File: config.mk
export PLATFORM = sky130hd
export DESIGN_NAME = hyper_phy
export DESIGN_NICKNAME = d
export VERILOG_FILES = /design/src/hyper_pkg.sv /design/src/hyper_phy.sv /design/src/hyper_phy_fsm.sv /design/src/hyper_ddr_io.sv /design/src/hyper_rx_fifo.sv /design/src/hyper_tx_fifo.sv
export SDC_FILE = /design/constraint.sdc
export NUM_CORES = 1
export LEC_CHECK = 0
export BUFFER_PORTS_ARGS = -buffer_cell sky130_fd_sc_hd__clkbuf_2
export CAP_MARGIN = 20
export CORE_MARGIN = 3
export CORE_UTILIZATION = 60
export CTS_CLUSTER_SIZE = 24
export DETAILED_ROUTE_END_ITERATION = 6
export MAX_ROUTING_LAYER = met4
export PLACE_DENSITY_LB_ADDON = 0.1
export RECOVER_POWER = 25
export SETUP_SLACK_MARGIN = 0.02
export SKIP_LAST_GASP = 1
export SLEW_MARGIN = 40
export SYNTH_ARGS = -nofsm -noshare
export SYNTH_HDL_FRONTEND = slang
export SYNTH_SLANG_ARGS = --single-unit
File: constraint.sdc
create_clock -name clk0 -period 4.5 [get_ports clk0]
set_input_delay 0.45 -clock clk0 [delete_from_list [all_inputs] [get_ports clk0]]
set_output_delay 0.45 -clock clk0 [all_outputs]
set_load 0.01 [all_outputs]
File: src/hyper_pkg.sv
// shared types and constants for the HyperBus PHY
// request and write-data structs, FSM states, CA field layout, timing

package hyper_pkg;

    localparam int unsigned MAX_CS       = 2;
    localparam int unsigned CA_RW_BIT    = 47; // 1 = read
    localparam int unsigned CA_SPACE_BIT = 46; // 1 = register space
    localparam int unsigned CA_BURST_BIT = 45; // 1 = linear burst
    localparam int unsigned T_RWR_CYCLES = 6;

    typedef struct packed {
        logic [31:0]       addr;      // half-word address
        logic [MAX_CS-1:0] cs;        // one-hot
        logic              write;
        logic              reg_space;
        logic [11:0]       burst;     // words, at least 1
    } hyper_req_t;

    typedef struct packed {
        logic [15:0] data;
        logic [1:0]  strb; // bit 1 is the high byte, sent first
    } hyper_wdata_t;

    typedef enum logic [2:0] {
        IDLE, CMD, LATENCY, DATA_W, DATA_R, STALL_W, STALL_R, RECOVER
    } hyper_state_e;

    // 48-bit command/address word
    function automatic logic [47:0] ca_word(input hyper_req_t req);
        logic [47:0] ca;
        ca               = '0;
        ca[CA_RW_BIT]    = ~req.write;
        ca[CA_SPACE_BIT] = req.reg_space;
        ca[CA_BURST_BIT] = 1'b1;
        ca[44:16]        = req.addr[31:3];
        ca[2:0]          = req.addr[2:0]; // word within the row
        return ca;
    endfunction

endpackage
File: src/hyper_phy.sv
`timescale 1ns/10ps

// HyperBus PHY top level, single clock domain
// one request at a time on the trans port, write data in through tx, read data out on rx

module hyper_phy #(
    parameter int unsigned WAIT_CYCLES = 6,
    parameter int unsigned NR_CS       = 2,
    parameter int unsigned FIFO_DEPTH  = 8
) (
    input  logic                    clk0,
    input  logic                    rst_ni,
    input  logic                    trans_valid_i,
    output logic                    trans_ready_o,
    input  hyper_pkg::hyper_req_t   trans_req_i,
    input  logic                    tx_valid_i,
    output logic                    tx_ready_o,
    input  hyper_pkg::hyper_wdata_t tx_data_i,
    output logic                    rx_valid_o,
    input  logic                    rx_ready_i,
    output logic [15:0]             rx_data_o,
    output logic [NR_CS-1:0]        hyper_cs_no,
    output logic                    hyper_ck_o,
    output logic                    hyper_ck_no,
    output logic [7:0]              hyper_dq_o,
    input  logic [7:0]              hyper_dq_i,
    output logic                    hyper_dq_oe_o,
    output logic                    hyper_rwds_o,
    input  logic                    hyper_rwds_i,
    output logic                    hyper_rwds_oe_o,
    output logic                    hyper_reset_no
);

    hyper_pkg::hyper_wdata_t wdata;
    logic                    wempty;
    logic                    wpop;
    logic                    rfull;
    logic [15:0]             out_word;
    logic [1:0]              out_mask;
    logic                    byte_sel;
    logic                    ck_en;
    logic                    capture_en;
    logic [15:0]             rx_word;
    logic                    rx_word_valid;

    assign hyper_reset_no = 1'b1; // device never held in reset

    hyper_phy_fsm #(
        .WAIT_CYCLES(WAIT_CYCLES),
        .NR_CS      (NR_CS)
    ) i_fsm (
        .clk0         (clk0),
        .rst_ni       (rst_ni),
        .trans_valid_i(trans_valid_i),
        .trans_ready_o(trans_ready_o),
        .trans_req_i  (trans_req_i),
        .wdata_i      (wdata),
        .wempty_i     (wempty),
        .wpop_o       (wpop),
        .rfull_i      (rfull),
        .out_word_o   (out_word),
        .out_mask_o   (out_mask),
        .byte_sel_o   (byte_sel),
        .ck_en_o      (ck_en),
        .capture_en_o (capture_en),
        .dq_oe_o      (hyper_dq_oe_o),
        .rwds_oe_o    (hyper_rwds_oe_o),
        .cs_no        (hyper_cs_no)
    );

    hyper_tx_fifo #(.FIFO_DEPTH(FIFO_DEPTH)) i_tx_fifo (
        .clk0   (clk0),
        .rst_ni (rst_ni),
        .valid_i(tx_valid_i),
        .ready_o(tx_ready_o),
        .data_i (tx_data_i),
        .pop_i  (wpop),
        .data_o (wdata),
        .empty_o(wempty)
    );

    hyper_rx_fifo #(.FIFO_DEPTH(FIFO_DEPTH)) i_rx_fifo (
        .clk0         (clk0),
        .rst_ni       (rst_ni),
        .push_i       (rx_word_valid),
        .data_i       (rx_word),
        .almost_full_o(rfull),
        .valid_o      (rx_valid_o),
        .ready_i      (rx_ready_i),
        .data_o       (rx_data_o)
    );

    hyper_ddr_io i_ddr_io (
        .clk0        (clk0),
        .rst_ni      (rst_ni),
        .out_word_i  (out_word),
        .out_mask_i  (out_mask),
        .byte_sel_i  (byte_sel),
        .ck_en_i     (ck_en),
        .capture_en_i(capture_en),
        .hyper_dq_i  (hyper_dq_i),
        .hyper_rwds_i(hyper_rwds_i),
        .hyper_dq_o  (hyper_dq_o),
        .hyper_rwds_o(hyper_rwds_o),
        .hyper_ck_o  (hyper_ck_o),
        .hyper_ck_no (hyper_ck_no),
        .word_o      (rx_word),
        .word_valid_o(rx_word_valid)
    );

endmodule

File: src/hyper_phy_fsm.sv
`timescale 1ns/10ps

// transaction FSM of the HyperBus PHY
// selects one byte per clk0 for the I/O block; pins follow its outputs one cycle later

module hyper_phy_fsm #(
    parameter int unsigned WAIT_CYCLES = 6,
    parameter int unsigned NR_CS       = 2
) (
    input  logic                    clk0,
    input  logic                    rst_ni,
    input  logic                    trans_valid_i,
    output logic                    trans_ready_o,
    input  hyper_pkg::hyper_req_t   trans_req_i,
    input  hyper_pkg::hyper_wdata_t wdata_i,
    input  logic                    wempty_i,
    output logic                    wpop_o,
    input  logic                    rfull_i,
    output logic [15:0]             out_word_o,
    output logic [1:0]              out_mask_o,
    output logic                    byte_sel_o,
    output logic                    ck_en_o,
    output logic                    capture_en_o,
    output logic                    dq_oe_o,
    output logic                    rwds_oe_o,
    output logic [NR_CS-1:0]        cs_no
);

    localparam int unsigned LAT_CYCLES = 2 * WAIT_CYCLES; // two bytes per ck period
    localparam int unsigned CNT_W = $clog2(LAT_CYCLES + hyper_pkg::T_RWR_CYCLES + 8);

    hyper_pkg::hyper_state_e state_q;
    hyper_pkg::hyper_state_e state_d;
    hyper_pkg::hyper_req_t   req_q;
    hyper_pkg::hyper_wdata_t wreg_q;
    logic [47:0]             ca;
    logic [CNT_W-1:0]        cnt_q;
    logic [CNT_W-1:0]        cnt_d;
    logic [11:0]             burst_q; // words left after the current one
    logic [11:0]             burst_d;
    logic                    half_q;  // 0 = high byte
    logic                    half_d;
    logic                    cs_act_q;
    logic                    reg_wr;
    logic                    start;   // word boundary, next word may begin
    logic                    drive_dq;
    logic                    drive_rwds;
    logic                    capture;
    logic                    dq_oe_q;
    logic                    rwds_oe_q;
    logic                    capture_q;

    assign ca            = hyper_pkg::ca_word(req_q);
    assign reg_wr        = req_q.reg_space && req_q.write;
    assign trans_ready_o = (state_q == hyper_pkg::IDLE);
    assign cs_no         = cs_act_q ? ~req_q.cs[NR_CS-1:0] : '1;
    assign wpop_o        = start && req_q.write && !wempty_i;
    assign dq_oe_o       = dq_oe_q;
    assign rwds_oe_o     = rwds_oe_q;
    assign capture_en_o  = capture_q;

    always_comb begin
        state_d = state_q;
        cnt_d   = cnt_q;
        burst_d = burst_q;
        half_d  = half_q;
        start   = 1'b0;
        case (state_q)
            hyper_pkg::IDLE: begin
                if (trans_valid_i) begin
                    state_d = hyper_pkg::CMD;
                    cnt_d   = '0;
                end
            end
            hyper_pkg::CMD: begin
                cnt_d = cnt_q + 1'b1;
                if (cnt_q == CNT_W'(5)) begin
                    cnt_d   = '0;
                    burst_d = reg_wr ? 12'd0 : req_q.burst - 12'd1;
                    if (reg_wr) begin
                        start = 1'b1; // register write, no latency
                    end else begin
                        state_d = hyper_pkg::LATENCY;
                    end
                end
            end
            hyper_pkg::LATENCY: begin
                cnt_d = cnt_q + 1'b1;
                start = (cnt_q == CNT_W'(LAT_CYCLES - 1));
            end
            hyper_pkg::DATA_W, hyper_pkg::DATA_R: begin
                half_d = ~half_q;
                if (half_q && burst_q != 12'd0) begin
                    burst_d = burst_q - 12'd1;
                    start   = 1'b1;
                end else if (half_q) begin
                    state_d = hyper_pkg::RECOVER;
                    cnt_d   = '0;
                end
            end
            hyper_pkg::STALL_W, hyper_pkg::STALL_R: start = 1'b1; // retry each cycle
            hyper_pkg::RECOVER: begin
                cnt_d = cnt_q + 1'b1;
                if (cnt_q == CNT_W'(hyper_pkg::T_RWR_CYCLES))
                    state_d = hyper_pkg::IDLE;
            end
            default: state_d = hyper_pkg::IDLE;
        endcase
        if (start) begin
            half_d = 1'b0;
            if (req_q.write)
                state_d = wempty_i ? hyper_pkg::STALL_W : hyper_pkg::DATA_W;
            else
                state_d = rfull_i ? hyper_pkg::STALL_R : hyper_pkg::DATA_R;
        end
    end

    always_comb begin
        out_word_o = wreg_q.data;
        out_mask_o = 2'b00;
        byte_sel_o = half_q;
        ck_en_o    = 1'b0;
        drive_dq   = 1'b0;
        drive_rwds = 1'b0;
        capture    = 1'b0;
        case (state_q)
            hyper_pkg::CMD: begin
                ck_en_o    = 1'b1;
                drive_dq   = 1'b1;
                byte_sel_o = cnt_q[0];
                case (cnt_q[2:1])
                    2'd0:    out_word_o = ca[47:32];
                    2'd1:    out_word_o = ca[31:16];
                    default: out_word_o = ca[15:0];
                endcase
            end
            hyper_pkg::LATENCY: ck_en_o = 1'b1;
            hyper_pkg::DATA_W, hyper_pkg::STALL_W: begin
                ck_en_o    = (state_q == hyper_pkg::DATA_W);
                drive_dq   = 1'b1; // bus held during a stall
                drive_rwds = 1'b1;
                out_mask_o = ~wreg_q.strb; // rwds high masks the byte
            end
            hyper_pkg::DATA_R, hyper_pkg::STALL_R: begin
                ck_en_o = (state_q == hyper_pkg::DATA_R);
                capture = 1'b1;
            end
            default: ;
        endcase
    end

    always_ff @(posedge clk0 or negedge rst_ni) begin
        if (!rst_ni) begin
            state_q   <= hyper_pkg::IDLE;
            cnt_q     <= '0;
            burst_q   <= '0;
            half_q    <= 1'b0;
            cs_act_q  <= 1'b0;
            dq_oe_q   <= 1'b0;
            rwds_oe_q <= 1'b0;
            capture_q <= 1'b0;
        end else begin
            state_q   <= state_d;
            cnt_q     <= cnt_d;
            burst_q   <= burst_d;
            half_q    <= half_d;
            dq_oe_q   <= drive_dq;  // aligned with the registered pins
            rwds_oe_q <= drive_rwds;
            capture_q <= capture;
            if (trans_valid_i && trans_ready_o) begin
                cs_act_q <= 1'b1;
            end else if (state_q == hyper_pkg::RECOVER && cnt_q == '0) begin
                cs_act_q <= 1'b0; // last byte has left the pins
            end
        end
    end

    always_ff @(posedge clk0) begin
        if (trans_valid_i && trans_ready_o)
            req_q <= trans_req_i;
        if (wpop_o)
            wreg_q <= wdata_i;
    end

    a_cs_onehot: assert property (@(posedge clk0) disable iff (!rst_ni)
        $onehot(~cs_no) || (&cs_no));

    a_no_drive_on_read: assert property (@(posedge clk0) disable iff (!rst_ni)
        !(dq_oe_o && capture_en_o));

endmodule

File: src/hyper_ddr_io.sv
`timescale 1ns/10ps

// byte-wide I/O for the HyperBus pins
// one byte per clk0 out, ck toggles per enabled cycle, read bytes taken on rwds changes

module hyper_ddr_io (
    input  logic        clk0,
    input  logic        rst_ni,
    input  logic [15:0] out_word_i,
    input  logic [1:0]  out_mask_i,
    input  logic        byte_sel_i,   // 0 = high byte
    input  logic        ck_en_i,
    input  logic        capture_en_i,
    input  logic [7:0]  hyper_dq_i,
    input  logic        hyper_rwds_i,
    output logic [7:0]  hyper_dq_o,
    output logic        hyper_rwds_o,
    output logic        hyper_ck_o,
    output logic        hyper_ck_no,
    output logic [15:0] word_o,
    output logic        word_valid_o
);

    logic       ck_q;
    logic       rwds_last_q;
    logic       hi_seen_q; // high byte of the pair already taken
    logic [7:0] hi_byte_q;
    logic       rwds_edge;

    assign hyper_ck_o  = ck_q;
    assign hyper_ck_no = ~ck_q;
    assign rwds_edge   = capture_en_i && (hyper_rwds_i != rwds_last_q);

    always_ff @(posedge clk0 or negedge rst_ni) begin
        if (!rst_ni) begin
            hyper_dq_o   <= '0;
            hyper_rwds_o <= 1'b0;
            ck_q         <= 1'b0;
        end else begin
            hyper_dq_o   <= byte_sel_i ? out_word_i[7:0] : out_word_i[15:8];
            hyper_rwds_o <= byte_sel_i ? out_mask_i[0] : out_mask_i[1];
            if (ck_en_i)
                ck_q <= ~ck_q;
        end
    end

    always_ff @(posedge clk0 or negedge rst_ni) begin
        if (!rst_ni) begin
            rwds_last_q  <= 1'b0;
            hi_seen_q    <= 1'b0;
            word_valid_o <= 1'b0;
        end else begin
            rwds_last_q  <= hyper_rwds_i;
            word_valid_o <= rwds_edge && hi_seen_q;
            if (!capture_en_i)
                hi_seen_q <= 1'b0; // restart pairing per transaction
            else if (rwds_edge)
                hi_seen_q <= ~hi_seen_q;
        end
    end

    always_ff @(posedge clk0) begin
        if (rwds_edge && !hi_seen_q)
            hi_byte_q <= hyper_dq_i;
        if (rwds_edge && hi_seen_q)
            word_o <= {hi_byte_q, hyper_dq_i};
    end

endmodule

File: src/hyper_rx_fifo.sv
`timescale 1ns/10ps

// read FIFO for words captured from the device
// almost_full leaves room for the words still in flight when the clock stops

module hyper_rx_fifo #(
    parameter int unsigned FIFO_DEPTH = 8 // power of two
) (
    input  logic        clk0,
    input  logic        rst_ni,
    input  logic        push_i,
    input  logic [15:0] data_i,
    output logic        almost_full_o,
    output logic        valid_o,
    input  logic        ready_i,
    output logic [15:0] data_o
);

    localparam int unsigned PTR_W = $clog2(FIFO_DEPTH);

    logic [15:0]    mem [FIFO_DEPTH];
    logic [PTR_W:0] wr_ptr_q;
    logic [PTR_W:0] rd_ptr_q;
    logic [PTR_W:0] count;

    assign count         = wr_ptr_q - rd_ptr_q;
    assign almost_full_o = (count > (PTR_W+1)'(FIFO_DEPTH - 2)); // under two free
    assign valid_o       = (count != '0);
    assign data_o        = mem[rd_ptr_q[PTR_W-1:0]];

    always_ff @(posedge clk0 or negedge rst_ni) begin
        if (!rst_ni) begin
            wr_ptr_q <= '0;
            rd_ptr_q <= '0;
        end else begin
            if (push_i)
                wr_ptr_q <= wr_ptr_q + 1'b1;
            if (valid_o && ready_i)
                rd_ptr_q <= rd_ptr_q + 1'b1;
        end
    end

    always_ff @(posedge clk0) begin
        if (push_i)
            mem[wr_ptr_q[PTR_W-1:0]] <= data_i;
    end

    a_no_push_full: assert property (@(posedge clk0) disable iff (!rst_ni)
        push_i |-> (count != (PTR_W+1)'(FIFO_DEPTH)));

endmodule

File: src/hyper_tx_fifo.sv
`timescale 1ns/10ps

// write FIFO between the tx channel and the FSM
// empty flag makes the FSM stop the device clock at a word boundary

module hyper_tx_fifo #(
    parameter int unsigned FIFO_DEPTH = 8 // power of two
) (
    input  logic                    clk0,
    input  logic                    rst_ni,
    input  logic                    valid_i,
    output logic                    ready_o,
    input  hyper_pkg::hyper_wdata_t data_i,
    input  logic                    pop_i,
    output hyper_pkg::hyper_wdata_t data_o,
    output logic                    empty_o
);

    localparam int unsigned PTR_W = $clog2(FIFO_DEPTH);

    hyper_pkg::hyper_wdata_t mem [FIFO_DEPTH];
    logic [PTR_W:0]          wr_ptr_q;
    logic [PTR_W:0]          rd_ptr_q;
    logic [PTR_W:0]          count;

    assign count   = wr_ptr_q - rd_ptr_q; // extra bit tells full from empty
    assign ready_o = (count != (PTR_W+1)'(FIFO_DEPTH));
    assign empty_o = (count == '0);
    assign data_o  = mem[rd_ptr_q[PTR_W-1:0]];

    always_ff @(posedge clk0 or negedge rst_ni) begin
        if (!rst_ni) begin
            wr_ptr_q <= '0;
            rd_ptr_q <= '0;
        end else begin
            if (valid_i && ready_o)
                wr_ptr_q <= wr_ptr_q + 1'b1;
            if (pop_i)
                rd_ptr_q <= rd_ptr_q + 1'b1;
        end
    end

    always_ff @(posedge clk0) begin
        if (valid_i && ready_o)
            mem[wr_ptr_q[PTR_W-1:0]] <= data_i;
    end

    a_no_pop_empty: assert property (@(posedge clk0) disable iff (!rst_ni)
        pop_i |-> !empty_o);

endmodule

# Word level (Yosys, flattened, before mapping)
# Memory sizes are Yosys's and may differ from the RTL's. A register that Yosys moved wholly into a read port is not among the register bits.
# Index checks and enable logic that the tools add are counted.
[word_totals]
ff_bits = 126
n_memories = 2
wordCells = 147
mem_bits_rw = 272
inputBits = 80
out_inout_bits = 35
[classes]
eq_ne = 25
addsub = 9
n_mux = 45
n_lt_le_gt_ge = 1
reduce_logical = 34
n_bitwise = 6
[mem_list]
columns = ["memory", "depth", "word_bits", "read_ports", "rd_ports_with_merged_regs", "wr", "line_no", "rtl"]
rows = [
  ["i_tx_fifo.mem", 8, 18, 1, 1, 1, "hyper_tx_fifo.sv:21", "hyper_pkg::hyper_wdata_t mem [FIFO_DEPTH];"],
  ["i_rx_fifo.mem", 8, 16, 1, 0, 1, "hyper_rx_fifo.sv:21", "logic [15:0] mem [FIFO_DEPTH];"],
]
[ops]
columns = ["operator", "count"]
rows = [
  ["12-bit two-way mux", 3],
  ["16-bit one-hot mux with 2 select lines", 1],
  ["3-bit two-way mux", 9],
  ["12-bit one-hot mux with 2 select lines", 1],
  ["12-bit by 1-bit subtractor with 12-bit output, second input constant", 2],
  ["5-bit two-way mux", 4],
  ["5-bit one-hot mux with 4 select lines", 1],
  ["1-bit two-way mux", 18],
  ["4-bit by 1-bit adder with 4-bit output, second input constant", 4],
  ["16-bit two-way mux", 1],
  ["3-bit == test, second input constant", 4],
  ["3-bit one-hot mux with 4 select lines", 1],
  ["12-bit nonzero test", 1],
  ["2-bit OR reduction", 6],
  ["1-bit logical AND", 11],
  ["5-bit by 3-bit == test with 1-bit output, second input constant", 2],
  ["3-bit by 1-bit inequality test with 1-bit output, second input constant", 3],
  ["8-bit two-way mux", 1],
  ["2-bit by 1-bit inequality test with 1-bit output, second input constant", 4],
  ["4-bit nonzero test", 2],
  ["4-bit subtractor", 2],
  ["7-bit AND reduction", 1],
  ["3-bit by 2-bit == test with 1-bit output, second input constant", 2],
  ["2-bit two-way mux", 3],
  ["24 further kinds", 33],
]

# Logic depth before layout (Yosys ltp)
# Gate-level depths: netlist of the first run.
[depth]
depth_word = 6
mapped_depth = 10
mapped_depth_nobuf = 8

# Cells and area by module
# From an unflattened synthesis of the first run, not the netlist that was laid out.
[hier_totals]
cells_unflattened = 1017
hier_area_um2 = 17032.6
[by_module_without_submodules]
columns = ["mod", "cells_each", "seq_area_each_um2", "n_inst", "area_per_inst_um2"]
rows = [
  ["hyper_tx_fifo", 305, 4524.3, 1, 5954.5],
  ["hyper_rx_fifo", 277, 4043.9, 1, 5396.4],
  ["hyper_phy_fsm", 378, 2607.5, 1, 4416.7],
  ["hyper_ddr_io", 55, 1046.0, 1, 1253.7],
  ["hyper_phy", 2, 0.0, 1, 11.3],
]

# Least setup slack after synthesis of the first run
# OpenSTA, ideal clock, no wires.
[synth_timing]
path_type = "register -> register"
from = "reg i_tx_fifo.rd_ptr_q[1]"
to = "mem i_tx_fifo.mem[0][0] (netlist bit), enable pin"
arrival_time_ps = 3454
setup_time_ps = 416
path_stages_with_launch = 11
path_slack_ps = 630
path_buffers = 2
required_ps = 4084
synth_period_minus_slack_ps = 3870
cell_sequence = "dfrtp_1 > clkbuf_1 > buf_2 > inv_1 > ha_1 > nand3b_1 > nand2_1 > xnor2_1 > nand2b_1 > nand3_1 > nor3_1"
[synth_via]
elab_chain_cells = 5
[synth_lines]
columns = ["item", "line_no", "rtl"]
rows = [
  ["start, declared", "hyper_tx_fifo.sv:23", "logic [PTR_W:0] rd_ptr_q;"],
  ["start signal, assigned", "hyper_tx_fifo.sv:39", "rd_ptr_q <= rd_ptr_q + 1'b1;"],
  ["4-bit subtractor", "hyper_tx_fifo.sv:26", "assign count = wr_ptr_q - rd_ptr_q;"],
  ["4-bit inequality test", "hyper_tx_fifo.sv:27", "assign ready_o = (count != (PTR_W+1)'(FIFO_DEPTH));"],
  ["named net tx_ready_o", "hyper_phy.sv:17", "output logic tx_ready_o,"],
  ["1-bit logical AND", "hyper_tx_fifo.sv:44", "if (valid_i && ready_o)"],
  ["1-bit two-way mux", "hyper_tx_fifo.sv:44", ""],
  ["1-bit two-way mux (not written as such)", "hyper_tx_fifo.sv:45", "mem[wr_ptr_q[PTR_W-1:0]] <= data_i;"],
  ["end, declared", "hyper_tx_fifo.sv:21", ""],
]
# The timed path passes the listed nets, and every way through them passes these cells.

# Final worst setup path of the first run
[layout_timing]
from = "reg i_tx_fifo.rd_ptr_q[2]"
to = "out tx_ready_o"
[layout_via]
elab_chain_cells = 2
[layout_lines]
columns = ["item", "line_no"]
rows = [
  ["4-bit subtractor", "hyper_tx_fifo.sv:26"],
  ["4-bit inequality test", "hyper_tx_fifo.sv:27"],
  ["end, declared", "hyper_phy.sv:17"],
]
# Every way passes these cells.

==> run summary, run 1 <==
fin area: 18,900 um^2
unrepaired setup endpoints after global routing: no
Detail Route Antenna Nets: 0
CTS tree: yes
clk sinks: 416
status: complete, but fails checks
CP max FO: 21
commonest non-fill, non-tap cells in the layout: 362 x edfxtp_1, 129 x nand2_1, 86 x clkbuf_2, 68 x mux4_2, 50 x dfrtp_1
fin worst setup slack: 1.15 ns
syn avg cell area: 17.0 um^2
H-tree levels: 2
largest net degree at the start of global routing: 55
Setup TNS: 0 ns
Post-CTS Setup Inserts: 0
WL/cell: 20.9 um
Top FF cell, synth: edfxtp_1
min cycle time layout: 3.35 ns
number of synthesis warnings: 0
leak pwr: 6.71 nW
gr usage total: 22.5%
HPWL after DPL: 20.2 mm
Worst EP arrival: 2.90 ns
Yosys cell types: 64
WHS: 0.0674 ns
clk_lat worst skew: 0.53 ns
total CTS buffers: 41
placed insts: 1,447
Layout Area Growth over Synthesis: 13.9%
1st-iter DRT viols: 734
DP Area: 17,700 um^2
Final Hold Violating Endpoints: 0
total gr overflow: 0
Synth Cell Area: 16,600 um^2
DRC viols: 0
Max Cap Viol: 1
clk_skew: 0.0132 ns
vias per std cell: 5.78
Port Buffers: 113
share of cells above drive strength 1: 23.1%
CP Capture Type: output pin
WHS Path Cells: 1
core box area: 27,100 um^2
Hold Path Origin: hyper_rwds_i
Max Freq: 0.299 GHz
relative slew slack: -96.6%
ant diodes: 0
Fillers: 1,808
nets@finish: 1,215
CP Class: reg2out
post-synthesis register bit count: 416
clock buffer depth: 3
Max rail drop VDD: 0.479 mV
final wirelength: 31.8 mm
hold endpoint: i_ddr_io.rwds_last_q
vias in the first global route: 8,740
Root Driver: clkbuf_16
R2R Path End: i_tx_fifo.mem[0][1]
Die Width: 172 um
reg2reg start: i_tx_fifo.rd_ptr_q[2]
Top-Level Pins: 115
commonest non-fill, non-tap cell in the layout: edfxtp_1
CP startpoint kind: flip-flop
Syn Inst Count: 977
final period utilization: 74.4%
Data required, critical path: 4.05 ns
drt first pass iters: 5
PD cells: 638 nW/um^2
Slew Limit Fails: 55
CTS Hold Buffers Added: 0
starting density of the core: 61.4%
non-filler cells, final: 1,520
Die Area: 29,700 um^2
Tightest Pin Transition: 2.95 ns
Post-synth EDFFs: 362
violated checks: max-capacitance violations, max-slew violations
DIE HEIGHT: 172 um
Resized Gates After CTS: 0
Finish-stage setup viols: 0
Reg2Reg Depth: 11
antenna violations before repair: 0
Tightest Hold Check Type: in2reg
site row count: 60
via count: 8,793
Worst-path clk slew: 0.06 ns
ys async rst share: 13.0%
sequential-to-total area share from yosys stat: 73.5%
flop-to-flop setup slack: 1.34 ns
RD Place Congestion: 0.815
setup slack at placement: 1.36 ns
first-pass GRT wire length: 49.5 mm
Mapped Nets: 1,074
## power by group
group	internal [mW]	total, mW	switching (mW)
Combinational	1.57	3.60	2.03
Clock	1.80	3.15	1.35
Sequential	4.86	5.32	0.459
## worst max path at each step
| stage | slack [ns] | depth (start not counted) | end | from |
|---|---|---|---|---|
| 2_1_floorplan | 0.63 | 10 | i_tx_fifo.mem[0][0] | i_tx_fifo.rd_ptr_q[1] |
| 3_3_place_gp | 1.36 | 10 | i_tx_fifo.mem[5][3] | i_tx_fifo.rd_ptr_q[2] |
| 3_5_place_dp | 1.36 | 11 | i_tx_fifo.mem[0][2] | i_tx_fifo.rd_ptr_q[2] |
| 4_1_cts | 1.15 | 9 | tx_ready_o | i_tx_fifo.rd_ptr_q[2] |
| 5_1_grt | 0.88 | 2 | i_fsm.cnt_q[1] | rst_ni |
| 6_report | 1.15 | 9 | tx_ready_o | i_tx_fifo.rd_ptr_q[2] |
## Yosys cell counts (3+ instances only)
cell,number,share of area (%)
dfrtp_1,54,8.1
o221ai_1,4,0.21
nand2_1,129,2.9
clkbuf_1,23,0.52
nor2_1,43,0.97
and2_1,4,0.15
mux2i_1,19,1.1
a22o_1,6,0.32
ha_1,16,1.2
a211oi_1,6,0.27
and3_1,3,0.11
nand2b_1,12,0.45
xnor2_1,22,1.2
o22ai_1,8,0.30
nor4_1,3,0.11
buf_2,8,0.24
mux4_2,68,9.2
buf_1,8,0.18
nand3_1,8,0.24
inv_1,20,0.45
nor3_1,21,0.63
o21ai_0,21,0.63
xor2_1,13,0.68
o32a_1,3,0.18
edfxtp_1,362,65
a21oi_1,28,0.84
mux2_2,4,0.27
nor2b_1,7,0.26
## critical path, stage by stage, from the launching register on
cell and delay [ns]:
dfrtp_1 0.32, buf_4 0.25, clkinv_1 0.11, buf_4 0.21
ha_1 0.35, a21oi_1 0.16, nand2_1 0.08, xnor2_1 0.47
nand2b_1 0.25, clkbuf_2 0.17
## metal layers
metal,global-route usage [%],vias to the layer above,wire (um)
met5,-,-,0
met4,6.25,0,773
met3,3.36,53,1380
met2,35.4,203,15900
met1,31.5,4484,13800
li1,-,4053,-
## cells by family (layout without fill, tap and decap cells)
kind of cell               after synthesis  count (layout)  synth area share, %
other                                    1               1               0.0226
and+or+nand+nor                        255             255                 7.11
muxes                                   91              91                 10.6
adders and majority gates               17              17                 1.32
AOI/OAI and AO/OA                       99              99                 4.04
xor gates and xnor gates                35              35                 1.84
DFF                                    416             416                 73.5
buffers and inverters                   63             234                 1.53
## stage by stage
step                      utilization, %  total power, mW
after global placement              65.3             8.94
final                               69.9             12.1
after global routing                69.9             12.8
after CTS                           70.0             12.2
after detailed placement            65.4             9.02
after floorplan                        -             7.88
## sequential cells by signal, indices dropped and copies added, names as in the netlist, 5 cells and up
register and cells:
i_rx_fifo.mem 128, i_fsm.wreg_q 18, i_ddr_io.hyper_dq_o 8, i_tx_fifo.mem 144, i_fsm.ca 33, i_ddr_io.word_o 16
i_ddr_io.hi_byte_q 8, i_fsm.req_q 15, i_fsm.cnt_q 5, i_fsm.burst_q 12
## cell type report
cell class | instances | area [um^2] | share of cell area [%]
clock buffers | 53 | 1110 | 5.88
clock inverters | 20 | 128 | 0.674
inverters | 22 | 82.6 | 0.436
multi-input cells | 498 | 4190 | 22.1
flip-flops and latches | 416 | 12200 | 64.6
well taps | 372 | 465 | 2.46
repair buffers | 139 | 723 | 3.82
(Power assumes the default switching activity.)
==> run 2, diff against run 1 <==
--- a/config.mk
+++ b/config.mk
@@ -5,10 +5,11 @@
 export SDC_FILE = /design/constraint.sdc
 export NUM_CORES = 1
 export LEC_CHECK = 0
+export ABC_AREA = 1
 export BUFFER_PORTS_ARGS = -buffer_cell sky130_fd_sc_hd__clkbuf_2
 export CAP_MARGIN = 20
 export CORE_MARGIN = 3
-export CORE_UTILIZATION = 60
+export CORE_UTILIZATION = 54
 export CTS_CLUSTER_SIZE = 24
 export DETAILED_ROUTE_END_ITERATION = 6
 export MAX_ROUTING_LAYER = met4
==> constraint.sdc (replaced) <==
create_clock -name clk0 -period 2.95 [get_ports clk0]
set_input_delay 0.295 -clock clk0 [delete_from_list [all_inputs] [get_ports clk0]]
set_output_delay 0.295 -clock clk0 [all_outputs]
set_load 0.01 [all_outputs]
==> run 2 against run 1 <==
Against the previous run:
- count of clock-buffer cells in the layout increased by 1
- the flow now finishes without violations
- core utilization decreased by 5.0 points
- hold slack got worse by 0.0081 ns
- highest routed layer unchanged
- largest power group unchanged
- setup slack got worse by 0.92 ns
- register-to-register slack got worse by 0.87 ns
- wire length increased by 15%
==> run summary, run 2 <==
Post-synth EDFFs: 362 (unchanged)
antenna violations before repair: 1 (was 0)
clock buffer depth: 3 (unchanged)
fin util: 64.8% (was 69.9%)
commonest non-fill, non-tap cells in the layout: 362 x edfxtp_1, 288 x nor2_1, 169 x o21ai_0, 142 x nand2_1, 89 x clkbuf_2 (was 362 x edfxtp_1, 129 x nand2_1, 86 x clkbuf_2, 68 x mux4_2, 50 x dfrtp_1)
HPWL after DPL: 22.9 mm (was 20.2 mm)
DIE HEIGHT: 184 um (was 172 um)
fin area: 20,000 um^2 (was 18,900 um^2)
CTS tree: yes (unchanged)
max reg flops: 144 (unchanged)
drt first pass iters: 5 (unchanged)
Slew Limit Fails: 0 (was 55)
Setup TNS: 0 ns (unchanged)
reg2reg start: i_tx_fifo.wr_ptr_q[2] (was i_tx_fifo.rd_ptr_q[2])
area of the multi-input gates: 4300 um^2 (was 4190 um^2)
final period utilization: 92.0%
flop-to-flop setup slack: 0.47 ns (was 1.34 ns)
CTS Hold Buffers Added: 57 (was 0)
Resized Gates After CTS: 0 (unchanged)
slowest stage delay, CP: 0.54 ns (was 0.47 ns)
min cycle time layout: 2.71 ns
fin worst setup slack: 0.236 ns (was 1.15 ns)
Syn Inst Count: 1,414 (was 977)
status: finished clean (was complete, but fails checks)
Crit. path cell count: 7 (was 9)
Seq. cell area: 12,200 um^2 (about the same)
Max rail drop VDD: 0.540 mV (was 0.479 mV)
WHS: 0.0593 ns (was 0.0674 ns)
post-synth top area cell: edfxtp_1 (unchanged)
PD cells: 956 nW/um^2 (was 638 nW/um^2)
Max Freq: 0.369 GHz
CP startpoint kind: flip-flop (unchanged)
WL/cell: 18.1 um (was 20.9 um)
Top FF cell, synth: edfxtp_1 (unchanged)
unrepaired setup endpoints after global routing: no (unchanged)
share of cells above drive strength 1: 14.3% (was 23.1%)
Detail Route Antenna Nets: 0 (unchanged)
crit path cell chain: ha_1 -> inv_1 -> fa_1 -> xor2_1 -> nor3_1 -> nand3_1 -> clkbuf_2 (was buf_4 -> clkinv_1 -> buf_4 -> ha_1 -> a21oi_1 -> nand2_1 -> xnor2_1 -> nand2b_1 -> clkbuf_2)
largest cells by area after synthesis: edfxtp_1 64%, dfrtp_1 7.9%, nor2_1 6.6% (was edfxtp_1 65%, mux4_2 9.2%, dfrtp_1 8.1%)
vias per std cell: 5.49 (was 5.78)
setup slack at placement: 0.501 ns (was 1.36 ns)
Final Hold Violating Endpoints: 0 (unchanged)
Die Width: 184 um (was 172 um)
vias in the first global route: 10,648 (was 8,740)
relative slew slack: 57.0% (was -96.6%)
CP max FO: 14 (was 21)
placed insts: 1,897 (was 1,447)
crit path capture: rx_valid_o (was tx_ready_o)
post-synthesis register bit count: 416 (unchanged)
sequential-to-total area share from yosys stat: 71.8% (was 73.5%)
CP Capture Type: output pin (unchanged)
nets@finish: 1,699 (was 1,215)
Yosys cell types: 40 (was 64)
Reg2Reg Depth: 9 (was 11)
Die Area: 33,700 um^2 (was 29,700 um^2)
RD Place Congestion: 0.837 (was 0.815)
site row count: 64 (was 60)
Layout Area Growth over Synthesis: 17.3% (was 13.9%)
Worst EP arrival: 2.42 ns (was 2.90 ns)
gr usage total: 22.6% (was 22.5%)
Mapped Nets: 1,511 (was 1,074)
H-tree levels: 2 (unchanged)
DRC viols: 0 (unchanged)
Worst Setup SP: i_rx_fifo.rd_ptr_q[0] (was i_tx_fifo.rd_ptr_q[2])
top-count cell post-synth: edfxtp_1 (unchanged)
Tightest Pin Transition: 0.646 ns (was 2.95 ns)
Worst-path clk slew: 0.06 ns (about the same)
final wirelength: 36.7 mm (was 31.8 mm)
clk_lat worst skew: 0.53 ns (about the same)
Yosys top cell area share: 63.8% (was 65.4%)
number of synthesis warnings: 0 (unchanged)
R2R Path End: i_tx_fifo.mem[4][11] (was i_tx_fifo.mem[0][1])
Port Buffers: 113 (unchanged)
first-pass GRT wire length: 57.7 mm (was 49.5 mm)
1st-iter DRT viols: 812 (was 734)
leak pwr: 7.39 nW (was 6.71 nW)
Pwr Total: 19.1 mW (was 12.1 mW)
commonest non-fill, non-tap cell in the layout: edfxtp_1 (unchanged)
non-filler cells, final: 2,031 (was 1,520)
largest net degree at the start of global routing: 74 (was 55)
via count: 11,144 (was 8,793)
Hold Path Origin: rx_ready_i (was hyper_rwds_i)
top cells by count, synth: 362 x edfxtp_1, 298 x nor2_1, 169 x o21ai_0, 142 x nand2_1, 65 x nand3_1 (was 362 x edfxtp_1, 129 x nand2_1, 68 x mux4_2, 54 x dfrtp_1, 43 x nor2_1)
total CTS buffers: 42 (was 41)
total gr overflow: 0 (unchanged)
ys async rst share: 13.0% (unchanged)
syn avg cell area: 12.0 um^2 (was 17.0 um^2)
DP Area: 18,100 um^2 (was 17,700 um^2)
Tightest Hold Check Type: in2reg (unchanged)
CP top delay family: adder cells (was buffers and inverters)
Post-CTS Setup Inserts: 0 (unchanged)
Synth Cell Area: 17,000 um^2 (was 16,600 um^2)
CP max-delay cell: dfrtp_2 (was xnor2_1)
Critical path buffers and inverters: 2 (was 4)
clk sinks: 416 (unchanged)
clk_skew: 0.0222 ns (was 0.0132 ns)
starting density of the core: 55.2% (was 61.4%)
Fillers: 2,324 (was 1,808)
Data required, critical path: 2.65 ns (was 4.05 ns)
Root Driver: clkbuf_16 (unchanged)
Max Cap Viol: 0 (was 1)
Finish-stage setup viols: 0 (unchanged)
CP Class: reg2out (unchanged)
Top-Level Pins: 115 (unchanged)
core box area: 30,800 um^2 (was 27,100 um^2)
run 2: area by class of cell:
class	instances	share of cell area (%)
flip-flops and latches	416	61.2
well taps	396	2.48
clock buffers	54	5.54
clock inverters	22	0.927
inverters	64	1.23
repair buffers	209	7.13
multi-input cells	869	21.5
diodes	1	0.0125
run 2: power by group:
part           switching [mW]  internal, mW
registers               0.435          7.34
logic                    4.27          2.10
clock network            2.12          2.84
run 2: how the worst min path moves through the flow:
stage | depth (start not counted) | to
floorplan | 0 | i_ddr_io.hi_seen_q
global placement | 1 | i_rx_fifo.rd_ptr_q[2]
detailed placement | 1 | i_rx_fifo.rd_ptr_q[2]
CTS | 1 | i_ddr_io.word_o[6]
global route | 3 | i_rx_fifo.rd_ptr_q[3]
finish | 3 | i_rx_fifo.rd_ptr_q[3]
run 2: per-layer routing:
| layer | vias to the layer above | share of wire (%) | track usage [%] |
|---|---|---|---|
| met4 | 0 | 3.0 | 6.89 |
| met3 | 74 | 4.8 | 2.89 |
| met2 | 306 | 51 | 38.4 |
| li1 | 5404 | - | - |
| met1 | 5360 | 41 | 28.7 |
| met5 | - | 0 | - |
run 2: tightest hold or removal path, stage by stage:
cell	delay (ns)
clkbuf_2	0.10
nand3_1	0.08
nand2_1	0.05
run 2: logic make-up (layout without fill, tap and decap cells):
logic type | count (synthesis) | after routing | share of synthesized area [%]
AND/OR/NAND/NOR | 536 | 536 | 13.1
flip-flops | 416 | 416 | 71.8
AO/OA/AOI/OAI | 290 | 290 | 9.33
buffers and inverters | 129 | 349 | 3.17
XOR/XNOR | 25 | 25 | 1.29
adder cells (fa/ha/maj) | 17 | 17 | 1.29
other | 1 | 2 | 0.0220
==> run 3, diff against run 2 <==
--- a/config.mk
+++ b/config.mk
@@ -10,11 +10,11 @@
 export CAP_MARGIN = 20
 export CORE_MARGIN = 3
 export CORE_UTILIZATION = 54
+export CTS_CLUSTER_DIAMETER = 80
 export CTS_CLUSTER_SIZE = 24
 export DETAILED_ROUTE_END_ITERATION = 6
 export MAX_ROUTING_LAYER = met4
 export PLACE_DENSITY_LB_ADDON = 0.1
-export RECOVER_POWER = 25
 export SETUP_SLACK_MARGIN = 0.02
 export SKIP_LAST_GASP = 1
 export SLEW_MARGIN = 40
==> run 3 against run 2 <==
Against the previous run:
- power fell by 8.5%
- critical path type unchanged
- non-clock buffer count rose by 6
- wire length fell by 1.2%
- core utilization fell by 1.8 points
- cell area fell by 2.7%
- cell count fell by 1.5%
- sequential cell count did not move
- die area did not move
- hold slack got worse by 0.021 ns
==> run summary, run 3 (same netlist as run 2, synthesis figures left out) <==
total gr overflow: 0 (unchanged)
largest net degree at the start of global routing: 74 (unchanged)
Setup TNS: 0 ns (unchanged)
1st-iter DRT viols: 790 (was 812)
CP max FO: 12 (was 14)
share of cells above drive strength 1: 14.3% (about the same)
commonest non-fill, non-tap cell in the layout: edfxtp_1 (unchanged)
clk_lat worst skew: 0.54 ns (was 0.53 ns)
fin area: 19,400 um^2 (was 20,000 um^2)
non-filler cells, final: 2,000 (was 2,031)
clk sinks: 416 (unchanged)
first-pass GRT wire length: 56.7 mm (was 57.7 mm)
Final Hold Violating Endpoints: 0 (unchanged)
GR Layer Usage met3: 2.39% (was 2.89%)
Tightest Hold Check Type: in2reg (unchanged)
max reg flops: 144 (unchanged)
starting density of the core: 55.2% (unchanged)
site row count: 64 (unchanged)
vias in the first global route: 10,397 (was 10,648)
min cycle time layout: 2.70 ns (was 2.71 ns)
Fillers: 2,372 (was 2,324)
clk_skew: 0.0212 ns (was 0.0222 ns)
DRC viols: 0 (unchanged)
Max rail drop VDD: 0.483 mV (was 0.540 mV)
HPWL after DPL: 22.9 mm (unchanged)
Die Area: 33,700 um^2 (unchanged)
ant diodes: 0 (was 1)
placed insts: 1,897 (unchanged)
Worst-path clk slew: 0.09 ns (was 0.06 ns)
Data required, critical path: 2.65 ns (about the same)
clock buffer depth: 3 (unchanged)
Detail Route Antenna Nets: 0 (unchanged)
Top-Level Pins: 115 (unchanged)
fin worst setup slack: 0.252 ns (was 0.236 ns)
Worst EP arrival: 2.40 ns (was 2.42 ns)
drt first pass iters: 5 (unchanged)
antenna violations before repair: 0 (was 1)
CP Class: reg2out (unchanged)
Tightest Pin Transition: 0.616 ns (was 0.646 ns)
via count: 10,998 (was 11,144)
fin util: 63.0% (was 64.8%)
gr usage total: 22.1% (was 22.6%)
GR met2 Demand/Resource: 37.8% (was 38.4%)
Layout Area Growth over Synthesis: 14.1% (was 17.3%)
vias per std cell: 5.50 (was 5.49)
final wirelength: 36.3 mm (was 36.7 mm)
unrepaired setup endpoints after global routing: no (unchanged)
PD cells: 899 nW/um^2 (was 956 nW/um^2)
core box area: 30,800 um^2 (unchanged)
RD Place Congestion: 0.837 (unchanged)
DIE HEIGHT: 184 um (unchanged)
DP Area: 18,100 um^2 (unchanged)
setup slack at placement: 0.501 ns (unchanged)
Port Buffers: 113 (unchanged)
Max Cap Viol: 0 (unchanged)
total CTS buffers: 22 (was 42)
Max Freq: 0.371 GHz (was 0.369 GHz)
status: finished clean (unchanged)
Root Driver: clkbuf_16 (unchanged)
H-tree levels: 1 (was 2)
Slew Limit Fails: 0 (unchanged)
met1 Use GR: 28.6% (was 28.7%)
CP startpoint kind: flip-flop (unchanged)
Die Width: 184 um (unchanged)
final period utilization: 91.5% (was 92.0%)
WL/cell: 18.2 um (was 18.1 um)
commonest non-fill, non-tap cells in the layout: 362 x edfxtp_1, 288 x nor2_1, 169 x o21ai_0, 142 x nand2_1, 113 x clkbuf_2 (was 362 x edfxtp_1, 288 x nor2_1, 169 x o21ai_0, 142 x nand2_1, 89 x clkbuf_2)
Finish-stage setup viols: 0 (unchanged)
busiest grt layer: met2 (unchanged)
relative slew slack: 58.9% (was 57.0%)
nets@finish: 1,685 (was 1,699)
leak pwr: 7.18 nW (was 7.39 nW)
CTS tree: yes (unchanged)
Resized Gates After CTS: 0 (unchanged)
CP Capture Type: output pin (unchanged)
[run 3: cell type report]
| cell class | count | area (um^2) | share of cell area [%] |
|---|---|---|---|
| inverters | 64 | 245 | 1.26 |
| flip-flops and latches | 416 | 12200 | 62.9 |
| well taps | 396 | 495 | 2.55 |
| clock inverters | 5 | 48.8 | 0.251 |
| repair buffers | 215 | 1500 | 7.73 |
| clock buffers | 35 | 621 | 3.19 |
| multi-input cells | 869 | 4300 | 22.1 |
[run 3: final timing paths]
kind                                       startpoint               endpoint  slack, ns  cells after the start
worst max-delay path            i_rx_fifo.rd_ptr_q[0]             rx_valid_o       0.25                      7
worst min-delay path                    hyper_dq_i[6]     i_ddr_io.word_o[6]       0.04                      1
worst max register to register  i_tx_fifo.rd_ptr_q[2]    i_tx_fifo.mem[4][5]       0.45                     10
worst min register to register        i_fsm.wreg_q[0]  i_ddr_io.hyper_rwds_o       0.39                      1
max in group asynchronous                      rst_ni  i_tx_fifo.rd_ptr_q[1]       2.10                      3
min in group asynchronous                      rst_ni  i_rx_fifo.rd_ptr_q[2]       0.15                      2
[run 3: metrics by stage]
stage | hold WS, ns | total power [mW]
after floorplan | -0.000591 | 12.3
after global placement | 0.183 | 14.1
after detailed placement | 0.187 | 14.2
after CTS | 0.00897 | 17.6
after global routing | 0.00512 | 18.7
final | 0.0385 | 17.5
[run 3: what timing repair did]
action	in CTS	in global routing
endpoints found under the hold margin	91	0
setup endpoints to repair	0	1
buffers inserted	0	5
hold buffers	58	0
[run 3: power breakdown]
part	switching [mW]	internal, mW
clock network	1.79	1.49
registers	0.426	7.33
logic	4.30	2.14
total	6.52	11.0
[run 3: critical path: stages, from the launching register on]
cell,delay [ns]
dfrtp_2,0.50
ha_1,0.18
inv_1,0.06
fa_1,0.43
xor2_1,0.19
nor3_1,0.14
nand3_1,0.18
clkbuf_2,0.18
[run 3: routing by layer]
layer  wire (um)  vias up
met4         979        0
met5           0        -
li1            -     5346
met2       18500      254
met3        1540       58
met1       15300     5340
